==> config.mk <==
export PLATFORM = sky130hd
export DESIGN_NAME = iosystem
export DESIGN_NICKNAME = d
export VERILOG_FILES = /design/src/io_map_pkg.sv /design/src/io_types_pkg.sv /design/src/iosystem.sv /design/src/uart_tx.sv /design/src/ms_timer.sv /design/src/seven_seg_scan.sv /design/src/input_conditioner.sv /design/src/io_regs.sv
export SDC_FILE = /design/constraint.sdc
export NUM_CORES = 1
export LEC_CHECK = 0
export BUFFER_PORTS_ARGS = -buffer_cell sky130_fd_sc_hd__buf_2
export CAP_MARGIN = 10
export CORE_MARGIN = 10
export CORE_UTILIZATION = 40
export CTS_CLUSTER_SIZE = 12
export DETAILED_ROUTE_END_ITERATION = 12
export SLEW_MARGIN = 10
export SYNTH_ARGS = -nofsm -noshare
export SYNTH_HDL_FRONTEND = slang
export SYNTH_SLANG_ARGS = --single-unit
==> constraint.sdc <==
create_clock -name clk -period 7.9 [get_ports clk]
set_clock_uncertainty 0.15 [all_clocks]
set_input_delay 1.185 -clock clk [delete_from_list [all_inputs] [get_ports clk]]
set_output_delay 1.185 -clock clk [all_outputs]
set_load 0.05 [all_outputs]
==> src/io_map_pkg.sv <==
//////////////////////////////////////////////////////////////////////
// Address map of the I/O window seen by the processor memory stage
// Register word indices come from address bits 5:2
//////////////////////////////////////////////////////////////////////
`default_nettype none

package io_map_pkg;

    //////////////////////////////////////////////////////////////////
    // Window placement
    //////////////////////////////////////////////////////////////////

    // Bus data width
    localparam int DATA_W = 32;

    // Base of the 256 byte window
    localparam logic [DATA_W-1:0] IO_BASE_ADDR = 32'h0000_7F00;

    // Low address bits inside the window, upper bits must match base
    localparam int IO_ADDR_BITS = 8;

    //////////////////////////////////////////////////////////////////
    // Register word indices
    //////////////////////////////////////////////////////////////////

    typedef enum logic [3:0] {
        REG_LED      = 4'd0,   // byte offset 0x00
        REG_SWITCH   = 4'd1,   // 0x04, read only
        REG_TX       = 4'd2,   // 0x08, write byte / read busy
        REG_SEG_DATA = 4'd6,   // 0x18
        REG_SEG_CTRL = 4'd7,   // 0x1C
        REG_BUTTON   = 4'd9,   // 0x24, read only
        REG_TIMER    = 4'd12   // 0x30
    } io_reg_e;

    // Display control after reset, all digits on, no points
    localparam logic [7:0] SEG_CTRL_RESET = 8'h0F;

endpackage

`default_nettype wire
==> src/io_types_pkg.sv <==
//////////////////////////////////////////////////////////////////////
// Packed struct types shared by the I/O block and its peripherals
// Bus request, button group, display control and display pins
//////////////////////////////////////////////////////////////////////
`default_nettype none

package io_types_pkg;

    // Memory stage request, read and write strobes plus address and data
    typedef struct packed {
        logic                             read;
        logic                             write;
        logic [io_map_pkg::DATA_W-1:0]    addr;
        logic [io_map_pkg::DATA_W-1:0]    wdata;
    } bus_req_t;

    // Field order is also the read word order, bit 4 down to bit 0
    typedef struct packed {
        logic up;
        logic right;
        logic down;
        logic left;
        logic center;
    } buttons_t;

    // Upper nibble digit points, lower nibble digit enables
    typedef struct packed {
        logic [3:0] digit_pt;
        logic [3:0] digit_en;
    } seg_ctrl_t;

    // Display pins, all active low
    typedef struct packed {
        logic [3:0] anode;
        logic [6:0] segs;      // a in bit 0 through g in bit 6
        logic       dp;
    } seg_out_t;

endpackage

`default_nettype wire

==> src/iosystem.sv <==
//////////////////////////////////////////////////////////////////////
// Memory-mapped I/O block for the teaching processor
// Connects the register file to the board peripherals
// Clock-derived counts are set here and handed to each peripheral
//////////////////////////////////////////////////////////////////////
`timescale 1ns/1ps
`default_nettype none

module iosystem #(
    parameter int CLKS_PER_MS     = 100_000,
    parameter int CLKS_PER_BIT    = 868,
    parameter int DEBOUNCE_CYCLES = 1_000_000,
    parameter int SCAN_CYCLES     = 100_000
) (
    input  wire logic                          clk,
    input  wire logic                          rst,
    input  wire io_types_pkg::bus_req_t        bus_i,
    input  wire logic [15:0]                   sw_i,
    input  wire io_types_pkg::buttons_t        btn_i,
    output      logic [io_map_pkg::DATA_W-1:0] read_data_o,
    output      logic                          read_valid_o,
    output      logic [15:0]                   led_o,
    output      io_types_pkg::seg_out_t        seg_o,
    output      logic                          uart_txd_o
);

    import io_map_pkg::*;
    import io_types_pkg::*;

    // Conditioned inputs
    logic [15:0]       sw_sync;
    buttons_t          btn_deb;
    // Peripheral side of the register file
    logic [15:0]       seg_data;
    seg_ctrl_t         seg_ctrl;
    logic              tx_send;
    logic [7:0]        tx_byte;
    logic              tx_busy;
    logic              timer_load;
    logic [DATA_W-1:0] timer_value;
    logic [DATA_W-1:0] timer_count;

    io_regs u_regs (
        .clk           (clk),
        .rst           (rst),
        .bus_i         (bus_i),
        .sw_i          (sw_sync),
        .btn_i         (btn_deb),
        .timer_count_i (timer_count),
        .tx_busy_i     (tx_busy),
        .read_data_o   (read_data_o),
        .read_valid_o  (read_valid_o),
        .led_o         (led_o),
        .seg_data_o    (seg_data),
        .seg_ctrl_o    (seg_ctrl),
        .tx_send_o     (tx_send),
        .tx_byte_o     (tx_byte),
        .timer_load_o  (timer_load),
        .timer_value_o (timer_value)
    );

    input_conditioner #(.DEBOUNCE_CYCLES(DEBOUNCE_CYCLES)) u_inputs (
        .clk   (clk),
        .rst   (rst),
        .sw_i  (sw_i),
        .btn_i (btn_i),
        .sw_o  (sw_sync),
        .btn_o (btn_deb)
    );

    seven_seg_scan #(.SCAN_CYCLES(SCAN_CYCLES)) u_seg (
        .clk    (clk),
        .rst    (rst),
        .data_i (seg_data),
        .ctrl_i (seg_ctrl),
        .seg_o  (seg_o)
    );

    ms_timer #(.CLKS_PER_MS(CLKS_PER_MS)) u_timer (
        .clk          (clk),
        .rst          (rst),
        .load_i       (timer_load),
        .load_value_i (timer_value),
        .count_o      (timer_count)
    );

    uart_tx #(.CLKS_PER_BIT(CLKS_PER_BIT)) u_tx (
        .clk    (clk),
        .rst    (rst),
        .send_i (tx_send),
        .byte_i (tx_byte),
        .busy_o (tx_busy),
        .txd_o  (uart_txd_o)
    );

endmodule

`default_nettype wire

==> src/uart_tx.sv <==
//////////////////////////////////////////////////////////////////////
// UART transmitter, 8 data bits LSB first, 1 stop bit, no parity
// Send is taken only in idle, busy rises on the following cycle
//////////////////////////////////////////////////////////////////////
`timescale 1ns/1ps
`default_nettype none

module uart_tx #(
    parameter int CLKS_PER_BIT = 868
) (
    input  wire logic       clk,
    input  wire logic       rst,
    input  wire logic       send_i,
    input  wire logic [7:0] byte_i,
    output      logic       busy_o,
    output      logic       txd_o
);

    localparam int BIT_W = $clog2(CLKS_PER_BIT + 1);

    typedef enum logic [1:0] {
        TX_IDLE,
        TX_START,
        TX_DATA,
        TX_STOP
    } tx_state_e;

    tx_state_e        state;
    logic [BIT_W-1:0] bit_timer;
    logic [2:0]       bit_idx;
    logic [7:0]       shift_reg;
    logic             bit_done;

    assign bit_done = (bit_timer == BIT_W'(CLKS_PER_BIT - 1));

    // Control FSM and bit timing
    always_ff @(posedge clk) begin
        if (rst) begin
            state     <= TX_IDLE;
            bit_timer <= '0;
            bit_idx   <= '0;
        end else begin
            bit_timer <= (state == TX_IDLE || bit_done) ? '0 : bit_timer + 1'b1;
            case (state)
                TX_IDLE: begin
                    // Send while busy never reaches here
                    if (send_i) begin
                        state <= TX_START;
                    end
                end
                TX_START: begin
                    if (bit_done) begin
                        state   <= TX_DATA;
                        bit_idx <= '0;
                    end
                end
                TX_DATA: begin
                    if (bit_done) begin
                        bit_idx <= bit_idx + 1'b1;
                        if (bit_idx == 3'd7) begin
                            state <= TX_STOP;
                        end
                    end
                end
                default: begin
                    if (bit_done) begin
                        state <= TX_IDLE;
                    end
                end
            endcase
        end
    end

    // Data byte, shifted out LSB first
    always_ff @(posedge clk) begin
        if (state == TX_IDLE && send_i) begin
            shift_reg <= byte_i;
        end else if (state == TX_DATA && bit_done) begin
            shift_reg <= {1'b0, shift_reg[7:1]};
        end
    end

    assign busy_o = (state != TX_IDLE);

    // Line idles high
    always_comb begin
        case (state)
            TX_START: txd_o = 1'b0;
            TX_DATA:  txd_o = shift_reg[0];
            default:  txd_o = 1'b1;
        endcase
    end

endmodule

`default_nettype wire

==> src/ms_timer.sv <==
//////////////////////////////////////////////////////////////////////
// Millisecond counter, advances once every CLKS_PER_MS clocks
// A software load sets the count and restarts the prescaler
//////////////////////////////////////////////////////////////////////
`timescale 1ns/1ps
`default_nettype none

module ms_timer #(
    parameter int CLKS_PER_MS = 100_000
) (
    input  wire logic                          clk,
    input  wire logic                          rst,
    input  wire logic                          load_i,
    input  wire logic [io_map_pkg::DATA_W-1:0] load_value_i,
    output      logic [io_map_pkg::DATA_W-1:0] count_o
);

    localparam int PRE_W = $clog2(CLKS_PER_MS + 1);

    logic [PRE_W-1:0] prescale;

    always_ff @(posedge clk) begin
        if (rst) begin
            prescale <= '0;
            count_o  <= '0;
        end else if (load_i) begin
            // Load wins over the tick
            prescale <= '0;
            count_o  <= load_value_i;
        end else if (prescale == PRE_W'(CLKS_PER_MS - 1)) begin
            prescale <= '0;
            count_o  <= count_o + 1'b1;
        end else begin
            prescale <= prescale + 1'b1;
        end
    end

endmodule

`default_nettype wire

==> src/seven_seg_scan.sv <==
//////////////////////////////////////////////////////////////////////
// Four digit multiplexed seven-segment driver with hex decode
// Each digit holds the pins for SCAN_CYCLES clocks, digit 0 first
//////////////////////////////////////////////////////////////////////
`timescale 1ns/1ps
`default_nettype none

module seven_seg_scan #(
    parameter int SCAN_CYCLES = 100_000
) (
    input  wire logic                    clk,
    input  wire logic                    rst,
    input  wire logic [15:0]             data_i,
    input  wire io_types_pkg::seg_ctrl_t ctrl_i,
    output      io_types_pkg::seg_out_t  seg_o
);

    localparam int PRE_W = $clog2(SCAN_CYCLES + 1);

    logic [PRE_W-1:0] prescale;
    logic [1:0]       digit;
    logic [3:0]       nibble;
    logic [6:0]       pattern;

    // Dwell counter and digit index
    always_ff @(posedge clk) begin
        if (rst) begin
            prescale <= '0;
            digit    <= '0;
        end else if (prescale == PRE_W'(SCAN_CYCLES - 1)) begin
            prescale <= '0;
            digit    <= digit + 1'b1;
        end else begin
            prescale <= prescale + 1'b1;
        end
    end

    assign nibble = data_i[digit*4 +: 4];

    // Hex to segments, active low, gfedcba
    always_comb begin
        case (nibble)
            4'h0: pattern = ~7'h3F;
            4'h1: pattern = ~7'h06;
            4'h2: pattern = ~7'h5B;
            4'h3: pattern = ~7'h4F;
            4'h4: pattern = ~7'h66;
            4'h5: pattern = ~7'h6D;
            4'h6: pattern = ~7'h7D;
            4'h7: pattern = ~7'h07;
            4'h8: pattern = ~7'h7F;
            4'h9: pattern = ~7'h6F;
            4'hA: pattern = ~7'h77;
            4'hB: pattern = ~7'h7C;
            4'hC: pattern = ~7'h39;
            4'hD: pattern = ~7'h5E;
            4'hE: pattern = ~7'h79;
            default: pattern = ~7'h71;
        endcase
    end

    // Disabled digit keeps its anode high
    assign seg_o.anode = ~((4'b0001 << digit) & ctrl_i.digit_en);
    assign seg_o.segs  = pattern;
    assign seg_o.dp    = ~ctrl_i.digit_pt[digit];

endmodule

`default_nettype wire

==> src/input_conditioner.sv <==
//////////////////////////////////////////////////////////////////////
// Synchronizers for switches and buttons, debounce for buttons
// A button output moves only after a stable synchronized level
//////////////////////////////////////////////////////////////////////
`timescale 1ns/1ps
`default_nettype none

module input_conditioner #(
    parameter int DEBOUNCE_CYCLES = 1_000_000
) (
    input  wire logic                   clk,
    input  wire logic                   rst,
    input  wire logic [15:0]            sw_i,
    input  wire io_types_pkg::buttons_t btn_i,
    output      logic [15:0]            sw_o,
    output      io_types_pkg::buttons_t btn_o
);

    import io_types_pkg::*;

    localparam int NUM_BTN = $bits(buttons_t);
    localparam int CNT_W   = $clog2(DEBOUNCE_CYCLES + 1);

    logic [15:0]        sw_meta;
    logic [NUM_BTN-1:0] btn_meta;
    logic [NUM_BTN-1:0] btn_sync;
    logic [NUM_BTN-1:0] btn_deb;
    logic [CNT_W-1:0]   stable_cnt [NUM_BTN];

    // Two flops on every input
    always_ff @(posedge clk) begin
        if (rst) begin
            sw_meta  <= '0;
            sw_o     <= '0;
            btn_meta <= '0;
            btn_sync <= '0;
        end else begin
            sw_meta  <= sw_i;
            sw_o     <= sw_meta;
            btn_meta <= btn_i;
            btn_sync <= btn_meta;
        end
    end

    // Per button counter, restarts whenever the level matches again
    always_ff @(posedge clk) begin
        if (rst) begin
            btn_deb <= '0;
            for (int i = 0; i < NUM_BTN; i++) begin
                stable_cnt[i] <= '0;
            end
        end else begin
            for (int i = 0; i < NUM_BTN; i++) begin
                if (btn_sync[i] == btn_deb[i]) begin
                    stable_cnt[i] <= '0;
                end else if (stable_cnt[i] == CNT_W'(DEBOUNCE_CYCLES - 1)) begin
                    // Held long enough, take the new level
                    btn_deb[i]    <= btn_sync[i];
                    stable_cnt[i] <= '0;
                end else begin
                    stable_cnt[i] <= stable_cnt[i] + 1'b1;
                end
            end
        end
    end

    assign btn_o = buttons_t'(btn_deb);

endmodule

`default_nettype wire

==> src/io_regs.sv <==
//////////////////////////////////////////////////////////////////////
// Bus decode and register file of the I/O block
// Writes act at the request edge, reads return one cycle later
// Peripheral strobes are one-cycle pulses taken from the bus write
//////////////////////////////////////////////////////////////////////
`timescale 1ns/1ps
`default_nettype none

module io_regs (
    input  wire logic                              clk,
    input  wire logic                              rst,
    input  wire io_types_pkg::bus_req_t            bus_i,
    input  wire logic [15:0]                       sw_i,
    input  wire io_types_pkg::buttons_t            btn_i,
    input  wire logic [io_map_pkg::DATA_W-1:0]     timer_count_i,
    input  wire logic                              tx_busy_i,
    output      logic [io_map_pkg::DATA_W-1:0]     read_data_o,
    output      logic                              read_valid_o,
    output      logic [15:0]                       led_o,
    output      logic [15:0]                       seg_data_o,
    output      io_types_pkg::seg_ctrl_t           seg_ctrl_o,
    output      logic                              tx_send_o,
    output      logic [7:0]                        tx_byte_o,
    output      logic                              timer_load_o,
    output      logic [io_map_pkg::DATA_W-1:0]     timer_value_o
);

    import io_map_pkg::*;

    logic              in_window;
    logic              wr_en;
    io_reg_e           reg_idx;
    logic [DATA_W-1:0] rd_next;

    //////////////////////////////////////////////////////////////////
    // Address decode
    //////////////////////////////////////////////////////////////////

    // Upper address bits select the window
    assign in_window = (bus_i.addr[DATA_W-1:IO_ADDR_BITS] ==
                        IO_BASE_ADDR[DATA_W-1:IO_ADDR_BITS]);
    assign reg_idx   = io_reg_e'(bus_i.addr[5:2]);
    assign wr_en     = in_window && bus_i.write;

    // Peripheral strobes, payload straight from the write data
    assign tx_send_o     = wr_en && (reg_idx == REG_TX);
    assign timer_load_o  = wr_en && (reg_idx == REG_TIMER);
    assign tx_byte_o     = bus_i.wdata[7:0];
    assign timer_value_o = bus_i.wdata;

    //////////////////////////////////////////////////////////////////
    // Writable registers
    //////////////////////////////////////////////////////////////////

    always_ff @(posedge clk) begin
        if (rst) begin
            led_o      <= '0;
            seg_data_o <= '0;
            seg_ctrl_o <= SEG_CTRL_RESET;
        end else if (wr_en) begin
            case (reg_idx)
                REG_LED:      led_o      <= bus_i.wdata[15:0];
                REG_SEG_DATA: seg_data_o <= bus_i.wdata[15:0];
                REG_SEG_CTRL: seg_ctrl_o <= bus_i.wdata[7:0];
                default: ;
            endcase
        end
    end

    //////////////////////////////////////////////////////////////////
    // Read path
    //////////////////////////////////////////////////////////////////

    // Zero extended, unmapped words read 0
    always_comb begin
        rd_next = '0;
        case (reg_idx)
            REG_LED:      rd_next = DATA_W'(led_o);
            REG_SWITCH:   rd_next = DATA_W'(sw_i);
            REG_TX:       rd_next = DATA_W'(tx_busy_i);
            REG_SEG_DATA: rd_next = DATA_W'(seg_data_o);
            REG_SEG_CTRL: rd_next = DATA_W'(seg_ctrl_o);
            REG_BUTTON:   rd_next = DATA_W'(btn_i);
            REG_TIMER:    rd_next = timer_count_i;
            default:      rd_next = '0;
        endcase
    end

    // Valid for any access that hit the window
    always_ff @(posedge clk) begin
        if (rst) begin
            read_valid_o <= 1'b0;
        end else begin
            read_valid_o <= in_window && (bus_i.read || bus_i.write);
        end
    end

    // Data word itself
    always_ff @(posedge clk) begin
        read_data_o <= rd_next;
    end

endmodule

`default_nettype wire

==> results.json, run 1 <==
{
  "vias_per_cell": 5.05,
  "p_comb_frac": 0.041,
  "grt_max_degree": 74,
  "wl_per_cell_um": 15.6,
  "core_um2": 34800,
  "largest_reg_flops": 100,
  "p_per_area_nw_per_um2": 210,
  "synth_area_leaders": "dfxtp_1 29%, edfxtp_1 23%, nor2_1 6.9%",
  "synth_fa_ha_area_frac": 0.0211,
  "clock_path_buffers": 3,
  "syn_inst": 1432,
  "largest_register": "u_inputs.stable_cnt",
  "syn_to_final_growth_pct": 19.0,
  "finalSetupViolCount": 0,
  "async_flop_share": 0,
  "grt_pass1_wl_um": 53900,
  "ir_worst_vdd_uv": 115,
  "synthesis.area_um2": 14200,
  "cts_tree": "yes",
  "globalplace.congestion": 0.785,
  "hold_path_class": "reg2reg",
  "ys_warn_count": 0,
  "p_total_mw": 3.55,
  "die_y_um": 208,
  "routed_wl_um": 33400,
  "period_share": 0.545,
  "synth.mux.area_fraction": 0.0461,
  "p_leak_nw": 6.57,
  "antenna_found_initial": 2,
  "clkTransAtPathRegs_ns": 0.06,
  "cap_violations": 0,
  "slew-limit-headroom": 0.229,
  "r2r_cells": 5,
  "grt_setup_unrepaired": "no",
  "setup_ws_ns": 3.59,
  "power_switching_mw": 0.775,
  "worst_setup_path_start_kind": "register",
  "criticalPathCategory": "reg2out",
  "slew_viol_final": 0,
  "synthDistinctLibCells": 55,
  "worstHoldPathCells": 1,
  "ys_seq_area_frac": 0.514,
  "postSynthAreaPerCell_um2": 9.92,
  "vias": 10800,
  "final.setup.tns_ns": 0,
  "die-area_um2": 43500,
  "ctsHoldBuffers": 0,
  "io_pins": 151,
  "fp.dieW_um": 208,
  "endpoint_kind": "output pin",
  "synth_compound_area_frac": 0.0568,
  "synth_most_common_cell": "nor2_1",
  "hpwl_um": 23700,
  "status": "completed",
  "grt_pass1_vias": 10500,
  "dp_worst_setup_slack_ns": 3.77,
  "synthSimpleGateAreaFrac": 0.242,
  "portBuffers": 146,
  "drt_pass1_iterations": 6,
  "start_util": 0.408,
  "cts_resized": 0,
  "pwr-share-seq": 0.486,
  "cts_root_buf": "clkbuf_16",
  "yosysTopAreaCellShare": 0.286,
  "cts-htree-levels": 2,
  "reg_top3": "u_inputs.stable_cnt x100, u_regs.read_data_o x32, u_timer.count_o x32",
  "hold_viol_final": 0,
  "synth_edf_count": 108,
  "synth-seq-cells": 311,
  "p_int_mw": 2.77,
  "cts_setup_buffers": 0,
  "grt_overflow": 0,
  "drc": 0,
  "worstPathMaxFanout": 9,
  "fin_crit_ns": 4.31,
  "track_usage": 0.148,
  "rows": 68,
  "p_clk_frac": 0.473,
  "drive_above_1_share": 0.140,
  "synth_top_family_by_area": "simple AND/OR/NAND/NOR gates",
  "synth_ff_type": "dfxtp_1",
  "cts.sinks": 311,
  "switching_share": 0.218,
  "yosys.area.top_type": "dfxtp_1",
  "fin_nets": 1768,
  "drtAntennaViolNets": 0,
  "drt-initial-drc-count": 689,
  "worst_slew_pin_slew_ns": 1.14,
  "arrival_ns": 2.97,
  "clock.fmax_mhz": 232,
  "synth_xor_area_frac": 0.0918,
  "worstSkewPairLatency_ns": 0.52,
  "numCtsBuffers": 36,
  "synth.top_cells.by_count": "262 x nor2_1, 203 x dfxtp_1, 108 x edfxtp_1",
  "required_ns": 6.57
}
==> layer usage <==
metal  track usage  vias up  part of all wire
li1              -     5423                 -
met1         0.187     5111              0.46
met2         0.246      204              0.47
met3        0.0321       56             0.048
met4        0.0453        0             0.023
met5             0        -                 0
==> cells by family (layout without fill, tap and decap cells) <==
group / Yosys count / after routing
simple gates: 681 / 681
flops: 311 / 311
xor+xnor: 149 / 149
compound gates: 108 / 108
buf+inv: 100 / 249
mux: 58 / 58
fa+ha+maj: 24 / 24
other cells: 1 / 102
==> stage by stage <==
stage / std cells / hold WS (ns) / cell area [µm²] / utilization
2_1_floorplan: 1531 / 0.264 / 14600 / -
3_3_place_gp: 2072 / 0.270 / 15700 / 0.451
3_5_place_dp: 2072 / 0.270 / 15700 / 0.451
4_1_cts: 2135 / 0.284 / 16900 / 0.486
5_1_grt: 2137 / 0.308 / 16900 / 0.486
6_report: 2137 / 0.283 / 16900 / 0.486
==> layout by cell type (no fill, tap or decap), drive strengths merged, types with 41 or more instances in the layout <==
cell type,count
nor2b,48
xor2,67
buf,154
conb,100
nand3,67
dfxtp,203
xnor2,82
edfxtp,108
nor2,262
mux2i,44
clkbuf,51
nand2,85
nand4,41
==> power groups by stage <==
stage	Sequential (mW)	Clock, mW	Combinational (mW)
floorplan	1.75	0	0.0936
global placement	1.76	0	0.144
detailed placement	1.76	0	0.145
CTS	1.72	1.72	0.147
global route	1.73	1.79	0.165
finish	1.72	1.68	0.146
==> critical path: stages (launching register included) <==
cell,delay (ns)
dfxtp_1,0.63
mux4_2,0.66
ha_1,0.23
mux2_2,0.26
o21ai_0,0.33
buf_2,0.34
==> path summary, 6_finish.rpt <==
| check | from | endpoint | slack (ns) |
|---|---|---|---|
| max | u_seg.digit[0] | seg_o[5] | 3.59 |
| min | u_inputs.sw_meta[12] | u_inputs.sw_o[12] | 0.28 |
| max reg2reg | u_timer.count_o[5] | u_timer.count_o[28] | 4.67 |
| min reg2reg | u_inputs.sw_meta[12] | u_inputs.sw_o[12] | 0.28 |
==> final cells by class <==
cell class | instances | area, µm²
repair buffers | 154 | 793
fillers | 3321 | 17900
inverters | 32 | 120
diodes | 2 | 5.00
well taps | 455 | 569
flip-flops and latches | 311 | 7310
clock buffers | 51 | 1080
clock inverters | 12 | 126
multi-input cells | 1120 | 6900
Power figures use the tool's default switching activity.
==> run 2: changes to the inputs <==
--- a/config.mk
+++ b/config.mk
@@ -5,6 +5,7 @@
 export SDC_FILE = /design/constraint.sdc
 export NUM_CORES = 1
 export LEC_CHECK = 0
+export ABC_AREA = 1
 export BUFFER_PORTS_ARGS = -buffer_cell sky130_fd_sc_hd__buf_2
 export CAP_MARGIN = 10
 export CORE_MARGIN = 10
==> constraint.sdc (replaced) <==
create_clock -name clk -period 4 [get_ports clk]
set_clock_uncertainty 0.15 [all_clocks]
set_input_delay 0.6 -clock clk [delete_from_list [all_inputs] [get_ports clk]]
set_output_delay 0.6 -clock clk [all_outputs]
set_load 0.05 [all_outputs]
==> results.json, run 2 <==
{
  "synth_compound_area_frac": 0.0817,
  "die_y_um": 217,
  "required_ns": 3.25,
  "antenna_found_initial": 5,
  "min_to": "u_inputs.btn_meta[0]",
  "synth_ff_type": "dfxtp_1",
  "die-area_um2": 47000,
  "synth.mux.area_fraction": 0,
  "yosysTopAreaCellShare": 0.263,
  "hpwl_um": 30800,
  "drt_pass1_iterations": 7,
  "ys_warn_count": 0,
  "dp_worst_setup_slack_ns": 0.760,
  "drt-initial-drc-count": 828,
  "cts-htree-levels": 2,
  "final_area_um2": 18300,
  "timing.rr.start": "u_timer.prescale[0]",
  "worst-path-buf-inv": 3,
  "worstHoldPathCells": 3,
  "r2r_end": "u_timer.count_o[25]",
  "synthesis.area_um2": 15500,
  "ir_worst_vdd_uv": 241,
  "place_area_um2": 17100,
  "instances_no_fill": 2825,
  "routed_wl_um": 41200,
  "start_util": 0.408,
  "setup_ws_ns": 0.400,
  "endpoint_kind": "output pin",
  "ctsHoldBuffers": 0,
  "largest_reg_flops": 100,
  "critPathMaxStageDelay_ns": 0.51,
  "dp_cells": 2755,
  "arrival_ns": 2.85,
  "drtAntennaViolNets": 0,
  "finalSetupViolCount": 0,
  "track_usage": 0.172,
  "reg_top3": "u_inputs.stable_cnt x100, u_regs.read_data_o x32, u_timer.count_o x32",
  "postSynthAreaPerCell_um2": 7.58,
  "clkTransAtPathRegs_ns": 0.05,
  "synth_xor_area_frac": 0.0424,
  "p_leak_nw": 7.78,
  "r2r_slack_ns": 1.42,
  "period_share": 0.900,
  "worst_setup_path_start_kind": "register",
  "cap_violations": 0,
  "worstSkewPairLatency_ns": 0.52,
  "crit_family": "buffers and inverters",
  "criticalPathCategory": "reg2out",
  "synth_top_family_by_area": "simple AND/OR/NAND/NOR gates",
  "worstPathMaxFanout": 8,
  "cts.sinks": 311,
  "grt_max_degree": 71,
  "drc": 0,
  "fillers": 3798,
  "vias_per_cell": 4.89,
  "hold_viol_final": 0,
  "hold_path_class": "in2reg",
  "io_pins": 151,
  "grt_pass1_vias": 13300,
  "vias": 13800,
  "cts_setup_buffers": 0,
  "grt_setup_unrepaired": "no",
  "hp-start": "btn_i[0]",
  "worst_path_max_delay_cell": "a32oi_1",
  "fp.dieW_um": 217,
  "portBuffers": 146,
  "synth_most_common_cell": "nand2_1",
  "synth.top_cells.by_count": "378 x nand2_1, 321 x nor2_1, 288 x inv_1",
  "cts_root_buf": "clkbuf_16",
  "cts_resized": 0,
  "fin_nets": 2396,
  "syn_to_final_growth_pct": 18.0,
  "status": "completed",
  "synthSimpleGateAreaFrac": 0.297,
  "cts_tree": "yes",
  "syn_inst": 2042,
  "synth_fa_ha_area_frac": 0.0194,
  "p_per_area_nw_per_um2": 378,
  "largest_register": "u_inputs.stable_cnt",
  "rows": 71,
  "synth-seq-cells": 311,
  "core_um2": 37900,
  "numCtsBuffers": 37,
  "wl_per_cell_um": 14.6,
  "worst_slew_pin_slew_ns": 0.907,
  "ys_seq_area_frac": 0.472,
  "final_cell_mix": "378 x nand2_1, 321 x nor2_1, 287 x inv_1",
  "fin_crit_ns": 3.60,
  "slew-limit-headroom": 0.393,
  "async_flop_share": 0,
  "drive_above_1_share": 0.108,
  "synthDistinctLibCells": 49,
  "r2r_cells": 10,
  "synth_edf_count": 108,
  "final.setup.tns_ns": 0,
  "clock_path_buffers": 3,
  "clock.fmax_mhz": 278,
  "final_common_cell": "nand2_1",
  "slew_viol_final": 0,
  "yosys.area.top_type": "dfxtp_1",
  "synth_area_leaders": "dfxtp_1 26%, edfxtp_1 21%, nand2_1 9.2%",
  "cp_cell_sequence": "inv_1, a32oi_1, inv_1, ha_1, nand2_1, nand2_1, a21boi_0, buf_2",
  "globalplace.congestion": 0.918,
  "grt_pass1_wl_um": 67200,
  "grt_overflow": 0
}
## run 2: cell types whose count changed in the layout (fill, tap and decap cells not counted), moves of 44 or more
cell / change
a21oi_1: +95
inv_1: +255
mux2i_1: -44
nand2_1: +293
nand3_1: +99
nor2_1: +59
nor2b_1: -47
o21ai_0: +72
xnor2_1: -57
## run 2: final cells by class
type / count / area (µm²) / share of cell area
well taps: 511 / 639 / 0.0350
inverters: 293 / 1100 / 0.0602
diodes: 4 / 10.0 / 0.000548
repair buffers: 160 / 836 / 0.0458
multi-input cells: 1480 / 7200 / 0.394
flip-flops and latches: 311 / 7310 / 0.400
clock buffers: 55 / 1080 / 0.0589
clock inverters: 11 / 85.1 / 0.00466
## run 2: tightest hold or removal path, stage by stage
cell and delay, ns:
buf_2 0.07, inv_1 0.03, nor2_1 0.06
## run 2: worst max-delay path by stage
| stage | from | endpoint | cells after the start |
|---|---|---|---|
| CTS | u_seg.digit[0] | seg_o[1] | 10 |
| global placement | bus_i[47] | u_regs.seg_data_o[9] | 11 |
| floorplan | u_seg.digit[0] | seg_o[2] | 9 |
| global route | u_seg.digit[0] | seg_o[2] | 9 |
| finish | u_seg.digit[1] | seg_o[2] | 8 |
| detailed placement | u_seg.digit[0] | seg_o[1] | 10 |
## run 2: report_power, final
part	leakage, nW	total [mW]	switching (mW)	internal, mW
sequential	2.74	3.39	0.0556	3.34
clock	0.573	3.23	1.30	1.93
combinational	4.47	0.271	0.183	0.0881
total	7.78	6.89	1.54	5.35
## run 2: stage by stage
step                      hold WS, ns  power [mW]   util
after detailed placement        0.245        3.73  0.450
final                           0.137        6.89  0.481
after global placement          0.241        3.72  0.450
after floorplan                 0.238        3.61      -
after CTS                       0.118        6.97  0.481
after global routing            0.139        7.14  0.481
## run 2: per-layer routing
layer,vias up,part of all wire,routed length [µm],GRT usage
met5,-,0.00029,12,0
met4,2,0.024,982,0.0550
met3,69,0.063,2590,0.0354
met2,368,0.45,18500,0.276
met1,6313,0.46,19100,0.229
li1,7059,-,-,-
## run 2: cells by family (layout without fill, tap and decap cells)
family          after synthesis  count (layout)
simple gates               1049            1049
buf+inv                     350             519
flops                       311             311
compound gates              232             232
xor+xnor                     75              75
fa+ha+maj                    24              24
other cells                   1             104
